[src/common/pkt_check_defines.svh]
// ~~~~~~~~~~~~~~~~~~~~~~~~~~~~~~~~~~~~~~~~~~~~~~~~~~~~~~~~~~~~~~~~~~~~~~~~~~
// Sizing macros for the stream packet checker.
// ~~~~~~~~~~~~~~~~~~~~~~~~~~~~~~~~~~~~~~~~~~~~~~~~~~~~~~~~~~~~~~~~~~~~~~~~~~
`ifndef PKT_CHECK_DEFINES_SVH
`define PKT_CHECK_DEFINES_SVH

// Number of stream ports.
`define PKT_NUM_PORTS 2

// Bytes carried by one beat.
`define PKT_DATA_BYTES 4

// Largest packet in bytes.
`define PKT_MTU_BYTES 64

// Expected packets held per port.
`define PKT_NUM_PKTS 4

// Number of destination ids.
`define PKT_NUM_DESTS 4

`endif

[src/common/pkt_check_pkg.sv]
// ~~~~~~~~~~~~~~~~~~~~~~~~~~~~~~~~~~~~~~~~~~~~~~~~~~~~~~~~~~~~~~~~~~~~~~~~~~
// Shared types of the stream packet checker.
// ~~~~~~~~~~~~~~~~~~~~~~~~~~~~~~~~~~~~~~~~~~~~~~~~~~~~~~~~~~~~~~~~~~~~~~~~~~
`include "pkt_check_defines.svh"

package pkt_check_pkg;

    // One beat of stream data.
    typedef logic [`PKT_DATA_BYTES*8-1:0] beat_t;

    // Byte enables of a beat.
    typedef logic [`PKT_DATA_BYTES-1:0] keep_t;

    typedef logic [$clog2(`PKT_NUM_DESTS)-1:0] dest_t;          // Destination id.

    // Byte length, wide enough to hold a full MTU.
    typedef logic [$clog2(`PKT_MTU_BYTES+1)-1:0] blen_t;

    typedef logic [$clog2(`PKT_MTU_BYTES/`PKT_DATA_BYTES)-1:0] beat_idx_t;  // Beat in packet.

    typedef logic [$clog2(`PKT_NUM_PKTS)-1:0] pkt_idx_t;        // Packet in store.

    typedef logic [7:0] cnt_t;                                  // Packet and error counts.

    typedef logic [$clog2(`PKT_NUM_PORTS)-1:0] port_idx_t;      // Port select on load bus.

    // What a packet must look like apart from its data.
    typedef struct packed {
        blen_t blen;                                            // Expected byte length.
        dest_t dest;                                            // Expected tdest.
    } pkt_desc_t;

    typedef logic [3:0] stall_t;                                // Longest ready stall.

endpackage

[src/packet_checker/expected_pkt_store.sv]
// ~~~~~~~~~~~~~~~~~~~~~~~~~~~~~~~~~~~~~~~~~~~~~~~~~~~~~~~~~~~~~~~~~~~~~~~~~~
// Expected packet store, one write port and a combinational read port.
// ~~~~~~~~~~~~~~~~~~~~~~~~~~~~~~~~~~~~~~~~~~~~~~~~~~~~~~~~~~~~~~~~~~~~~~~~~~
`timescale 1ns/1ps

module expected_pkt_store #(
    parameter type entry_t = logic,
    parameter int  DEPTH   = 4
) (
    input  logic                     clk,
    input  logic                     we,
    input  logic [$clog2(DEPTH)-1:0] waddr,
    input  entry_t                   wdata,
    input  logic [$clog2(DEPTH)-1:0] raddr,
    output entry_t                   rdata
);

    // Loaded by the host before traffic starts.
    entry_t mem [DEPTH];

    always_ff @(posedge clk) begin
        if (we) begin
            mem[waddr] <= wdata;                 // Visible to the reader next cycle.
        end
    end

    assign rdata = mem[raddr];                   // Same-cycle lookup for the checker.

endmodule

[src/packet_checker/packet_checker.sv]
// ~~~~~~~~~~~~~~~~~~~~~~~~~~~~~~~~~~~~~~~~~~~~~~~~~~~~~~~~~~~~~~~~~~~~~~~~~~
// Per-port packet checker against loaded expected beats and descriptors.
// ~~~~~~~~~~~~~~~~~~~~~~~~~~~~~~~~~~~~~~~~~~~~~~~~~~~~~~~~~~~~~~~~~~~~~~~~~~
`include "pkt_check_defines.svh"
`timescale 1ns/1ps

module packet_checker (
    input  logic                     clk,
    input  logic                     rst_n,
    // Stream in.
    input  pkt_check_pkg::beat_t     tdata,
    input  pkt_check_pkg::keep_t     tkeep,
    input  logic                     tvalid,
    input  logic                     tlast,
    input  pkt_check_pkg::dest_t     tdest,
    input  logic                     tready_in,
    output logic                     beat_fire,
    // Expectation load.
    input  logic                     data_we,
    input  logic                     desc_we,
    input  pkt_check_pkg::pkt_idx_t  load_pkt,
    input  pkt_check_pkg::beat_idx_t load_beat,
    input  pkt_check_pkg::beat_t     load_data,
    input  pkt_check_pkg::pkt_desc_t load_desc,
    // Status.
    input  pkt_check_pkg::cnt_t      num_tx_pkts,
    output logic                     pkt_done,
    output logic                     pkt_ok,
    output logic                     all_done,
    output pkt_check_pkg::cnt_t      pkt_count,
    output pkt_check_pkg::cnt_t      err_count
);

    import pkt_check_pkg::*;

    localparam int BEATS_PER_PKT = `PKT_MTU_BYTES / `PKT_DATA_BYTES;
    localparam int DATA_DEPTH    = `PKT_NUM_PKTS * BEATS_PER_PKT;
    localparam int KEEP_CNT_W    = $clog2(`PKT_DATA_BYTES + 1);

    pkt_idx_t              pkt_idx;              // Packet now arriving.
    beat_idx_t             beat_idx;             // Beat within that packet.
    blen_t                 len_acc;              // Bytes of earlier beats.
    logic                  data_err;
    logic                  over_err;
    beat_t                 exp_beat;
    pkt_desc_t             exp_desc;
    keep_t                 byte_mis;
    logic [KEEP_CNT_W-1:0] keep_bytes;
    blen_t                 final_len;
    logic                  beyond_now;
    logic                  pkt_bad;

    expected_pkt_store #(
        .entry_t ( beat_t     ),
        .DEPTH   ( DATA_DEPTH )
    ) u_beat_store (
        .clk   ( clk                  ),
        .we    ( data_we              ),
        .waddr ( {load_pkt, load_beat} ),
        .wdata ( load_data            ),
        .raddr ( {pkt_idx, beat_idx}  ),
        .rdata ( exp_beat             )
    );

    expected_pkt_store #(
        .entry_t ( pkt_desc_t    ),
        .DEPTH   ( `PKT_NUM_PKTS )
    ) u_desc_store (
        .clk   ( clk       ),
        .we    ( desc_we   ),
        .waddr ( load_pkt  ),
        .wdata ( load_desc ),
        .raddr ( pkt_idx   ),
        .rdata ( exp_desc  )
    );

    assign beat_fire = tvalid & tready_in;

    // Compare only the bytes under tkeep and count them.
    always_comb begin
        byte_mis   = '0;
        keep_bytes = '0;
        for (int b = 0; b < `PKT_DATA_BYTES; b++) begin
            if (tkeep[b]) begin
                keep_bytes  = keep_bytes + 1'b1;
                byte_mis[b] = (tdata[8*b +: 8] != exp_beat[8*b +: 8]);
            end
        end
    end

    assign final_len  = len_acc + blen_t'(keep_bytes);
    assign beyond_now = (len_acc >= exp_desc.blen);     // Beat past expected end.

    assign pkt_bad = data_err | over_err | (|byte_mis) | beyond_now |
                     (final_len != exp_desc.blen) | (tdest != exp_desc.dest);

    // Position and sticky errors within the packet.
    always_ff @(posedge clk) begin
        if (!rst_n) begin
            pkt_idx  <= '0;
            beat_idx <= '0;
            len_acc  <= '0;
            data_err <= 1'b0;
            over_err <= 1'b0;
        end else if (beat_fire) begin
            if (tlast) begin
                pkt_idx  <= pkt_idx + 1'b1;     // Next expected packet.
                beat_idx <= '0;
                len_acc  <= '0;
                data_err <= 1'b0;
                over_err <= 1'b0;
            end else begin
                beat_idx <= beat_idx + 1'b1;
                len_acc  <= len_acc + blen_t'(`PKT_DATA_BYTES);
                data_err <= data_err | (|byte_mis);
                over_err <= over_err | beyond_now;
            end
        end
    end

    // Result of each packet, one cycle after its last beat.
    always_ff @(posedge clk) begin
        if (!rst_n) begin
            pkt_done  <= 1'b0;
            pkt_ok    <= 1'b0;
            pkt_count <= '0;
            err_count <= '0;
        end else begin
            pkt_done <= beat_fire & tlast;
            if (beat_fire && tlast) begin
                pkt_ok    <= !pkt_bad;
                pkt_count <= pkt_count + 1'b1;
                if (pkt_bad) begin
                    err_count <= err_count + 1'b1;
                end
            end
        end
    end

    assign all_done = (num_tx_pkts != '0) && (pkt_count >= num_tx_pkts);

endmodule

[src/packet_checker/packet_checker_array.sv]
// ~~~~~~~~~~~~~~~~~~~~~~~~~~~~~~~~~~~~~~~~~~~~~~~~~~~~~~~~~~~~~~~~~~~~~~~~~~
// One packet checker per port and the load bus decode.
// ~~~~~~~~~~~~~~~~~~~~~~~~~~~~~~~~~~~~~~~~~~~~~~~~~~~~~~~~~~~~~~~~~~~~~~~~~~
`include "pkt_check_defines.svh"
`timescale 1ns/1ps

module packet_checker_array (
    input  logic                      clk,
    input  logic                      rst_n,
    input  pkt_check_pkg::beat_t      s_tdata     [`PKT_NUM_PORTS-1:0],
    input  pkt_check_pkg::keep_t      s_tkeep     [`PKT_NUM_PORTS-1:0],
    input  logic                      s_tvalid    [`PKT_NUM_PORTS-1:0],
    input  logic                      s_tlast     [`PKT_NUM_PORTS-1:0],
    input  pkt_check_pkg::dest_t      s_tdest     [`PKT_NUM_PORTS-1:0],
    input  logic                      tready_in   [`PKT_NUM_PORTS-1:0],
    output logic                      beat_fire   [`PKT_NUM_PORTS-1:0],
    input  logic                      load_we,
    input  logic                      load_desc_we,
    input  pkt_check_pkg::port_idx_t  load_port,
    input  pkt_check_pkg::pkt_idx_t   load_pkt,
    input  pkt_check_pkg::beat_idx_t  load_beat,
    input  pkt_check_pkg::beat_t      load_data,
    input  pkt_check_pkg::blen_t      load_blen,
    input  pkt_check_pkg::dest_t      load_dest,
    input  pkt_check_pkg::cnt_t       num_tx_pkts [`PKT_NUM_PORTS-1:0],
    output logic                      pkt_done    [`PKT_NUM_PORTS-1:0],
    output logic                      pkt_ok      [`PKT_NUM_PORTS-1:0],
    output logic                      all_done    [`PKT_NUM_PORTS-1:0],
    output pkt_check_pkg::cnt_t       pkt_count   [`PKT_NUM_PORTS-1:0],
    output pkt_check_pkg::cnt_t       err_count   [`PKT_NUM_PORTS-1:0]
);

    import pkt_check_pkg::*;

    pkt_desc_t load_desc;

    assign load_desc = '{blen: load_blen, dest: load_dest};

    for (genvar p = 0; p < `PKT_NUM_PORTS; p++) begin : g_port
        logic data_we;
        logic desc_we;

        // Only the addressed port sees a write.
        assign data_we = load_we & (load_port == port_idx_t'(p));
        assign desc_we = load_desc_we & (load_port == port_idx_t'(p));

        packet_checker u_packet_checker (
            .clk         ( clk            ),
            .rst_n       ( rst_n          ),
            .tdata       ( s_tdata[p]     ),
            .tkeep       ( s_tkeep[p]     ),
            .tvalid      ( s_tvalid[p]    ),
            .tlast       ( s_tlast[p]     ),
            .tdest       ( s_tdest[p]     ),
            .tready_in   ( tready_in[p]   ),
            .beat_fire   ( beat_fire[p]   ),
            .data_we     ( data_we        ),
            .desc_we     ( desc_we        ),
            .load_pkt    ( load_pkt       ),
            .load_beat   ( load_beat      ),
            .load_data   ( load_data      ),
            .load_desc   ( load_desc      ),
            .num_tx_pkts ( num_tx_pkts[p] ),
            .pkt_done    ( pkt_done[p]    ),
            .pkt_ok      ( pkt_ok[p]      ),
            .all_done    ( all_done[p]    ),
            .pkt_count   ( pkt_count[p]   ),
            .err_count   ( err_count[p]   )
        );
    end

endmodule

[src/source/pkt_check_top.sv]
// ~~~~~~~~~~~~~~~~~~~~~~~~~~~~~~~~~~~~~~~~~~~~~~~~~~~~~~~~~~~~~~~~~~~~~~~~~~
// Multi-port stream packet checker with per-port ready throttles.
// ~~~~~~~~~~~~~~~~~~~~~~~~~~~~~~~~~~~~~~~~~~~~~~~~~~~~~~~~~~~~~~~~~~~~~~~~~~
`include "pkt_check_defines.svh"
`timescale 1ns/1ps

module pkt_check_top (
    input  logic                      clk,
    input  logic                      rst_n,
    input  pkt_check_pkg::beat_t      s_tdata     [`PKT_NUM_PORTS-1:0],
    input  pkt_check_pkg::keep_t      s_tkeep     [`PKT_NUM_PORTS-1:0],
    input  logic                      s_tvalid    [`PKT_NUM_PORTS-1:0],
    input  logic                      s_tlast     [`PKT_NUM_PORTS-1:0],
    input  pkt_check_pkg::dest_t      s_tdest     [`PKT_NUM_PORTS-1:0],
    output logic                      s_tready    [`PKT_NUM_PORTS-1:0],
    input  logic                      load_we,
    input  logic                      load_desc_we,
    input  pkt_check_pkg::port_idx_t  load_port,
    input  pkt_check_pkg::pkt_idx_t   load_pkt,
    input  pkt_check_pkg::beat_idx_t  load_beat,
    input  pkt_check_pkg::beat_t      load_data,
    input  pkt_check_pkg::blen_t      load_blen,
    input  pkt_check_pkg::dest_t      load_dest,
    input  pkt_check_pkg::cnt_t       num_tx_pkts [`PKT_NUM_PORTS-1:0],
    input  pkt_check_pkg::stall_t     max_stall,
    output logic                      pkt_done    [`PKT_NUM_PORTS-1:0],
    output logic                      pkt_ok      [`PKT_NUM_PORTS-1:0],
    output logic                      all_done    [`PKT_NUM_PORTS-1:0],
    output pkt_check_pkg::cnt_t       pkt_count   [`PKT_NUM_PORTS-1:0],
    output pkt_check_pkg::cnt_t       err_count   [`PKT_NUM_PORTS-1:0]
);

    logic beat_fire [`PKT_NUM_PORTS-1:0];        // Accepted beats, back to the throttles.

    packet_checker_array u_packet_checker_array (
        .clk          ( clk          ),
        .rst_n        ( rst_n        ),
        .s_tdata      ( s_tdata      ),
        .s_tkeep      ( s_tkeep      ),
        .s_tvalid     ( s_tvalid     ),
        .s_tlast      ( s_tlast      ),
        .s_tdest      ( s_tdest      ),
        .tready_in    ( s_tready     ),
        .beat_fire    ( beat_fire    ),
        .load_we      ( load_we      ),
        .load_desc_we ( load_desc_we ),
        .load_port    ( load_port    ),
        .load_pkt     ( load_pkt     ),
        .load_beat    ( load_beat    ),
        .load_data    ( load_data    ),
        .load_blen    ( load_blen    ),
        .load_dest    ( load_dest    ),
        .num_tx_pkts  ( num_tx_pkts  ),
        .pkt_done     ( pkt_done     ),
        .pkt_ok       ( pkt_ok       ),
        .all_done     ( all_done     ),
        .pkt_count    ( pkt_count    ),
        .err_count    ( err_count    )
    );

    for (genvar p = 0; p < `PKT_NUM_PORTS; p++) begin : g_throttle
        ready_throttle u_ready_throttle (
            .clk       ( clk          ),
            .rst_n     ( rst_n        ),
            .max_stall ( max_stall    ),
            .beat_fire ( beat_fire[p] ),
            .ready     ( s_tready[p]  )
        );
    end

endmodule

[src/source/ready_throttle.sv]
// ~~~~~~~~~~~~~~~~~~~~~~~~~~~~~~~~~~~~~~~~~~~~~~~~~~~~~~~~~~~~~~~~~~~~~~~~~~
// Pseudo-random tready generator with bounded stalls.
// ~~~~~~~~~~~~~~~~~~~~~~~~~~~~~~~~~~~~~~~~~~~~~~~~~~~~~~~~~~~~~~~~~~~~~~~~~~
`timescale 1ns/1ps

module ready_throttle (
    input  logic                  clk,
    input  logic                  rst_n,
    input  pkt_check_pkg::stall_t max_stall,
    input  logic                  beat_fire,
    output logic                  ready
);

    import pkt_check_pkg::*;

    localparam logic [15:0] LFSR_SEED = 16'hace1;

    logic [15:0] lfsr;
    logic        lfsr_fb;
    stall_t      draw;
    stall_t      stall_cnt;

    // x^16 + x^14 + x^13 + x^11, maximal length.
    assign lfsr_fb = lfsr[15] ^ lfsr[13] ^ lfsr[12] ^ lfsr[10];

    // Stall length folded into 0 .. max_stall.
    assign draw = stall_t'(lfsr[7:0] % ({4'd0, max_stall} + 8'd1));

    always_ff @(posedge clk) begin
        if (!rst_n) begin
            lfsr <= LFSR_SEED;
        end else begin
            lfsr <= {lfsr[14:0], lfsr_fb};       // Free-running.
        end
    end

    always_ff @(posedge clk) begin
        if (!rst_n) begin
            ready     <= 1'b0;
            stall_cnt <= '0;
        end else if (beat_fire) begin
            if (draw == '0) begin
                ready <= 1'b1;                   // No stall this time.
            end else begin
                ready     <= 1'b0;
                stall_cnt <= draw - 1'b1;        // Low for draw cycles.
            end
        end else if (!ready) begin
            if (stall_cnt == '0) begin
                ready <= 1'b1;
            end else begin
                stall_cnt <= stall_cnt - 1'b1;
            end
        end
    end

endmodule

[config.mk]
export PLATFORM = sky130hd
export DESIGN_NAME = pkt_check_top
export DESIGN_NICKNAME = d
export VERILOG_FILES = /design/src/common/pkt_check_pkg.sv /design/src/packet_checker/expected_pkt_store.sv /design/src/packet_checker/packet_checker.sv /design/src/packet_checker/packet_checker_array.sv /design/src/source/pkt_check_top.sv /design/src/source/ready_throttle.sv
export VERILOG_INCLUDE_DIRS = /design/src /design/src/common
export SDC_FILE = /design/constraint.sdc
export NUM_CORES = 2
export LEC_CHECK = 0
export BUFFER_PORTS_ARGS = -buffer_cell sky130_fd_sc_hd__buf_2
export CAP_MARGIN = 25
export CORE_AREA = 2 2 622 624
export DETAILED_ROUTE_END_ITERATION = 7
export DIE_AREA = 0 0 624 626
export HOLD_SLACK_MARGIN = 0.1
export SETUP_SLACK_MARGIN = 0.3
export SLEW_MARGIN = 20
export SYNTH_ARGS = -nofsm -noshare
export SYNTH_HDL_FRONTEND = slang
export SYNTH_HIERARCHICAL = 1
export SYNTH_MEMORY_MAX_BITS = 65536
export SYNTH_SLANG_ARGS = --single-unit
[constraint.sdc]
create_clock -name clk -period 14.7 [get_ports clk]
set_input_delay 4.41 -clock clk [delete_from_list [all_inputs] [get_ports clk]]
set_output_delay 4.41 -clock clk [all_outputs]
set_load 0.01 [all_outputs]
==> results.yml <==
run_status:
  status: "finished, final reports clean"
setup_path:
  critPathSlowestCell: "or4b_4"
  crit_path_start_kind: "input port"
  cp.depth: 59
  critPathTopFamily: "compound AO/OA/AOI/OAI gates"
  criticalPathCategory: "input port to flop"
  regToRegEndpoint: "g_throttle[0].u_ready_throttle/stall_cnt[2]$_SDFFE_PN0P_"
  critPathLaunch: "max_stall[1]"
  cpPeakStageDelay_ns: 0.52
  cp_common_cell: "ha_4"
  worstPathMaxFanout: 5
  crit_path_end: "g_throttle[0].u_ready_throttle/stall_cnt[2]$_SDFFE_PN0P_"
  reg2reg_depth: 54
  r2r_slack_ns: 3.79
  cp.required_ns: 15.56
  r2r-start: "g_throttle[0].u_ready_throttle/lfsr[7]$_SDFF_PN1_"
  end_kind: "flop"
  crit_buf_inv: 4
  worstPathArrival_ns: 15.31
cts:
  clkLatencyLatePin_ns: 0.96
  cts.sinks: 4272
  cts.path.max_buffers: 4
  cts-root-buf: "clkbuf_16"
  h-tree-depth: 5
  path_clk_slew_ns: 0.06
  tritoncts.num_buffers: 425
  cts_tree: "built"
drt:
  vias: 83851
  drt-initial-drc-count: 9013
  post-route-drc-count: 0
  ant_nets: 0
  drt_first_pass_iters: 6
  finalWirelength_mm: 445
  post_drt_wl_per_cell_um: 31.8
  avgViaCountPerCell: 5.99
layout:
  drive_gt1_frac: 0.303
  syn_to_final_growth_pct: 14.8
  fillCellCount: 30280
  final_cell_mix: "4168 x edfxtp_1, 1106 x mux4_2, 490 x buf_4, 434 x clkbuf_16, 222 x nor2_1"
  layout_commonest_cell: "edfxtp_1"
  fin_nets: 8838
floorplan:
  initial_core_util: 0.438
  die_y_um: 626
  die-area_um2: 391000
  dieWidth_um: 624
  ioPinCount: 192
  core_area_um2: 384000
  rows: 228
power_and_ir_drop:
  ir_worst_vdd_mv: 0.262
  p_leak_uw: 0.0591
  p_total_uw: 29400
  powerDensity_nw_per_um2: 152
global_routing:
  grt_max_degree: 126
  grt_pass1_vias: 85323
  grt_overflow_total: 0
  grt_use_total: 0.226
  antenna_found_initial: 37
  grt_pass1_wl_mm: 631
timing:
  setup_viol: 0
  worst_hold_slack_ns: 0.414
  finalCriticalPeriod_ns: 14.45
  slew_headroom: 0.199
  slew_viol_final: 0
  layout_setup_ws_ns: 0.246
  fin_crit_sh: 0.983
  hold_viol: 0
  worst_pin_slew_ns: 1.19
  fin_worst_skew_ns: 0.0240
  timing.fmax_mhz: 69.2
  tns_ns: 0
  rsz0062_at_grt: "true"
synth:
  synth_edf_count: 4168
  async_reset_ff_frac: 0
  syn_area_um2: 168000
  synth_cells: 7860
  ys_ff_latch: 4272
  syn_avg_cell_area_um2: 21.4
  syn-num-nets: 8124
  synthFlopType: "edfxtp_1"
  ys_warn_count: 6
  synth.distinct_cells: 86
  synth_seq_area_share: 0.756
placement:
  preCtsSetupSlack_ns: -1.14
  hpwl_mm: 249
  place_congestion: 0.810
  portBuffers: 191
min_path:
  hp-class: "flop to flop"
run:
  maxCapViolations: 0
[cell type report]
type / instances / area, µm² / area share
timing repair buffer: 681 / 5000 / 0.0259
tap: 5060 / 6330 / 0.0328
sequential: 4272 / 127000 / 0.659
inverter: 62 / 233 / 0.00120
multi-input combinational: 3132 / 40800 / 0.211
clock buffer: 526 / 11200 / 0.0580
antenna: 15 / 37.5 / 0.000194
clock inverter: 253 / 2300 / 0.0119
[power by group]
part / switching, µW / total [µW] / leakage, µW / internal [µW]
logic: 2640 / 5330 / 0.0142 / 2690
registers: 76.3 / 13500 / 0.0383 / 13400
clock network: 4540 / 10600 / 0.00661 / 6070
total: 7260 / 29400 / 0.0591 / 22200
[per-layer routing]
layer / GRT usage / wire length, µm / vias up
met4: 0.0538 / 11100 / 6
met3: 0.0350 / 33000 / 581
met1: 0.309 / 178000 / 45576
met2: 0.381 / 222000 / 3249
li1: - / - / 34439
met5: 0 / 41 / -
[repair_timing]
action | CTS | global route
hold buffers | 0 | 0
setup buffers | 37 | 29
pin swaps | 63 | 80
gates resized for setup | 48 | 76
setup endpoints to repair | 10 | 10
[logic make-up after synthesis]
| family | synth area share |
|---|---|
| AOI/OAI and AO/OA | 0.0262 |
| xor gates and xnor gates | 0.00821 |
| adders and majority gates | 0.00842 |
| buffers and inverters | 0.0127 |
| DFF | 0.756 |
| muxes | 0.162 |
| other | 0.0000446 |
| and+or+nand+nor | 0.0257 |
[cells in the mapped netlist (24+ instances only)]
| master | count | area share |
|---|---|---|
| a21oi_1 | 170 | 0.0051 |
| a22oi_1 | 28 | 0.0012 |
| and2_1 | 42 | 0.0016 |
| buf_1 | 46 | 0.0010 |
| buf_2 | 114 | 0.0034 |
| buf_4 | 50 | 0.0022 |
| clkbuf_1 | 170 | 0.0038 |
| dfxtp_1 | 104 | 0.012 |
| edfxtp_1 | 4168 | 0.74 |
| ha_1 | 110 | 0.0082 |
| inv_1 | 58 | 0.0013 |
| mux2i_1 | 222 | 0.013 |
| mux4_2 | 1106 | 0.15 |
| nand2_1 | 132 | 0.0029 |
| nand2b_1 | 64 | 0.0024 |
| nand3_1 | 40 | 0.0012 |
| nand4_1 | 38 | 0.0014 |
| nor2_1 | 356 | 0.0079 |
| nor2b_1 | 46 | 0.0017 |
| nor3_1 | 42 | 0.0012 |
| o21a_1 | 24 | 0.0011 |
| o21ai_0 | 38 | 0.0011 |
| o221ai_1 | 56 | 0.0029 |
| o22ai_1 | 170 | 0.0063 |
| xnor2_1 | 130 | 0.0068 |
| xor2_1 | 24 | 0.0012 |
[worst min path at each step]
stage	from	cells after the start	endpoint
6_report	g_throttle[1].u_ready_throttle/lfsr[9]$_SDFF_PN0_	1	g_throttle[1].u_ready_throttle/lfsr[10]$_SDFF_PN1_
5_1_grt	g_throttle[0].u_ready_throttle/lfsr[9]$_SDFF_PN0_	1	g_throttle[0].u_ready_throttle/lfsr[10]$_SDFF_PN1_
4_1_cts	g_throttle[1].u_ready_throttle/lfsr[9]$_SDFF_PN0_	1	g_throttle[1].u_ready_throttle/lfsr[10]$_SDFF_PN1_
3_5_place_dp	g_throttle[1].u_ready_throttle/lfsr[9]$_SDFF_PN0_	1	g_throttle[1].u_ready_throttle/lfsr[10]$_SDFF_PN1_
3_3_place_gp	g_throttle[0].u_ready_throttle/lfsr[14]$_SDFF_PN0_	1	g_throttle[0].u_ready_throttle/lfsr[15]$_SDFF_PN1_
2_1_floorplan	g_throttle[0].u_ready_throttle/lfsr[9]$_SDFF_PN0_	1	g_throttle[0].u_ready_throttle/lfsr[10]$_SDFF_PN1_
[through the flow]
step,utilization,cells,cell area (µm²)
floorplan,-,7860,169000
global placement,0.464,13137,178000
detailed placement,0.464,13138,178000
CTS,0.501,13954,192000
global route,0.503,13991,193000
finish,0.503,14001,193000
[worst register-to-register path: cells and delay by family, from the launching register on]
kind	cells	cell delay (ns)
compound gates	25	4.26
simple gates	15	2.72
fa+ha+maj	9	2.20
mux	3	0.97
flops	1	0.45
buf+inv	2	0.24
Power figures use the tool's default switching activity.
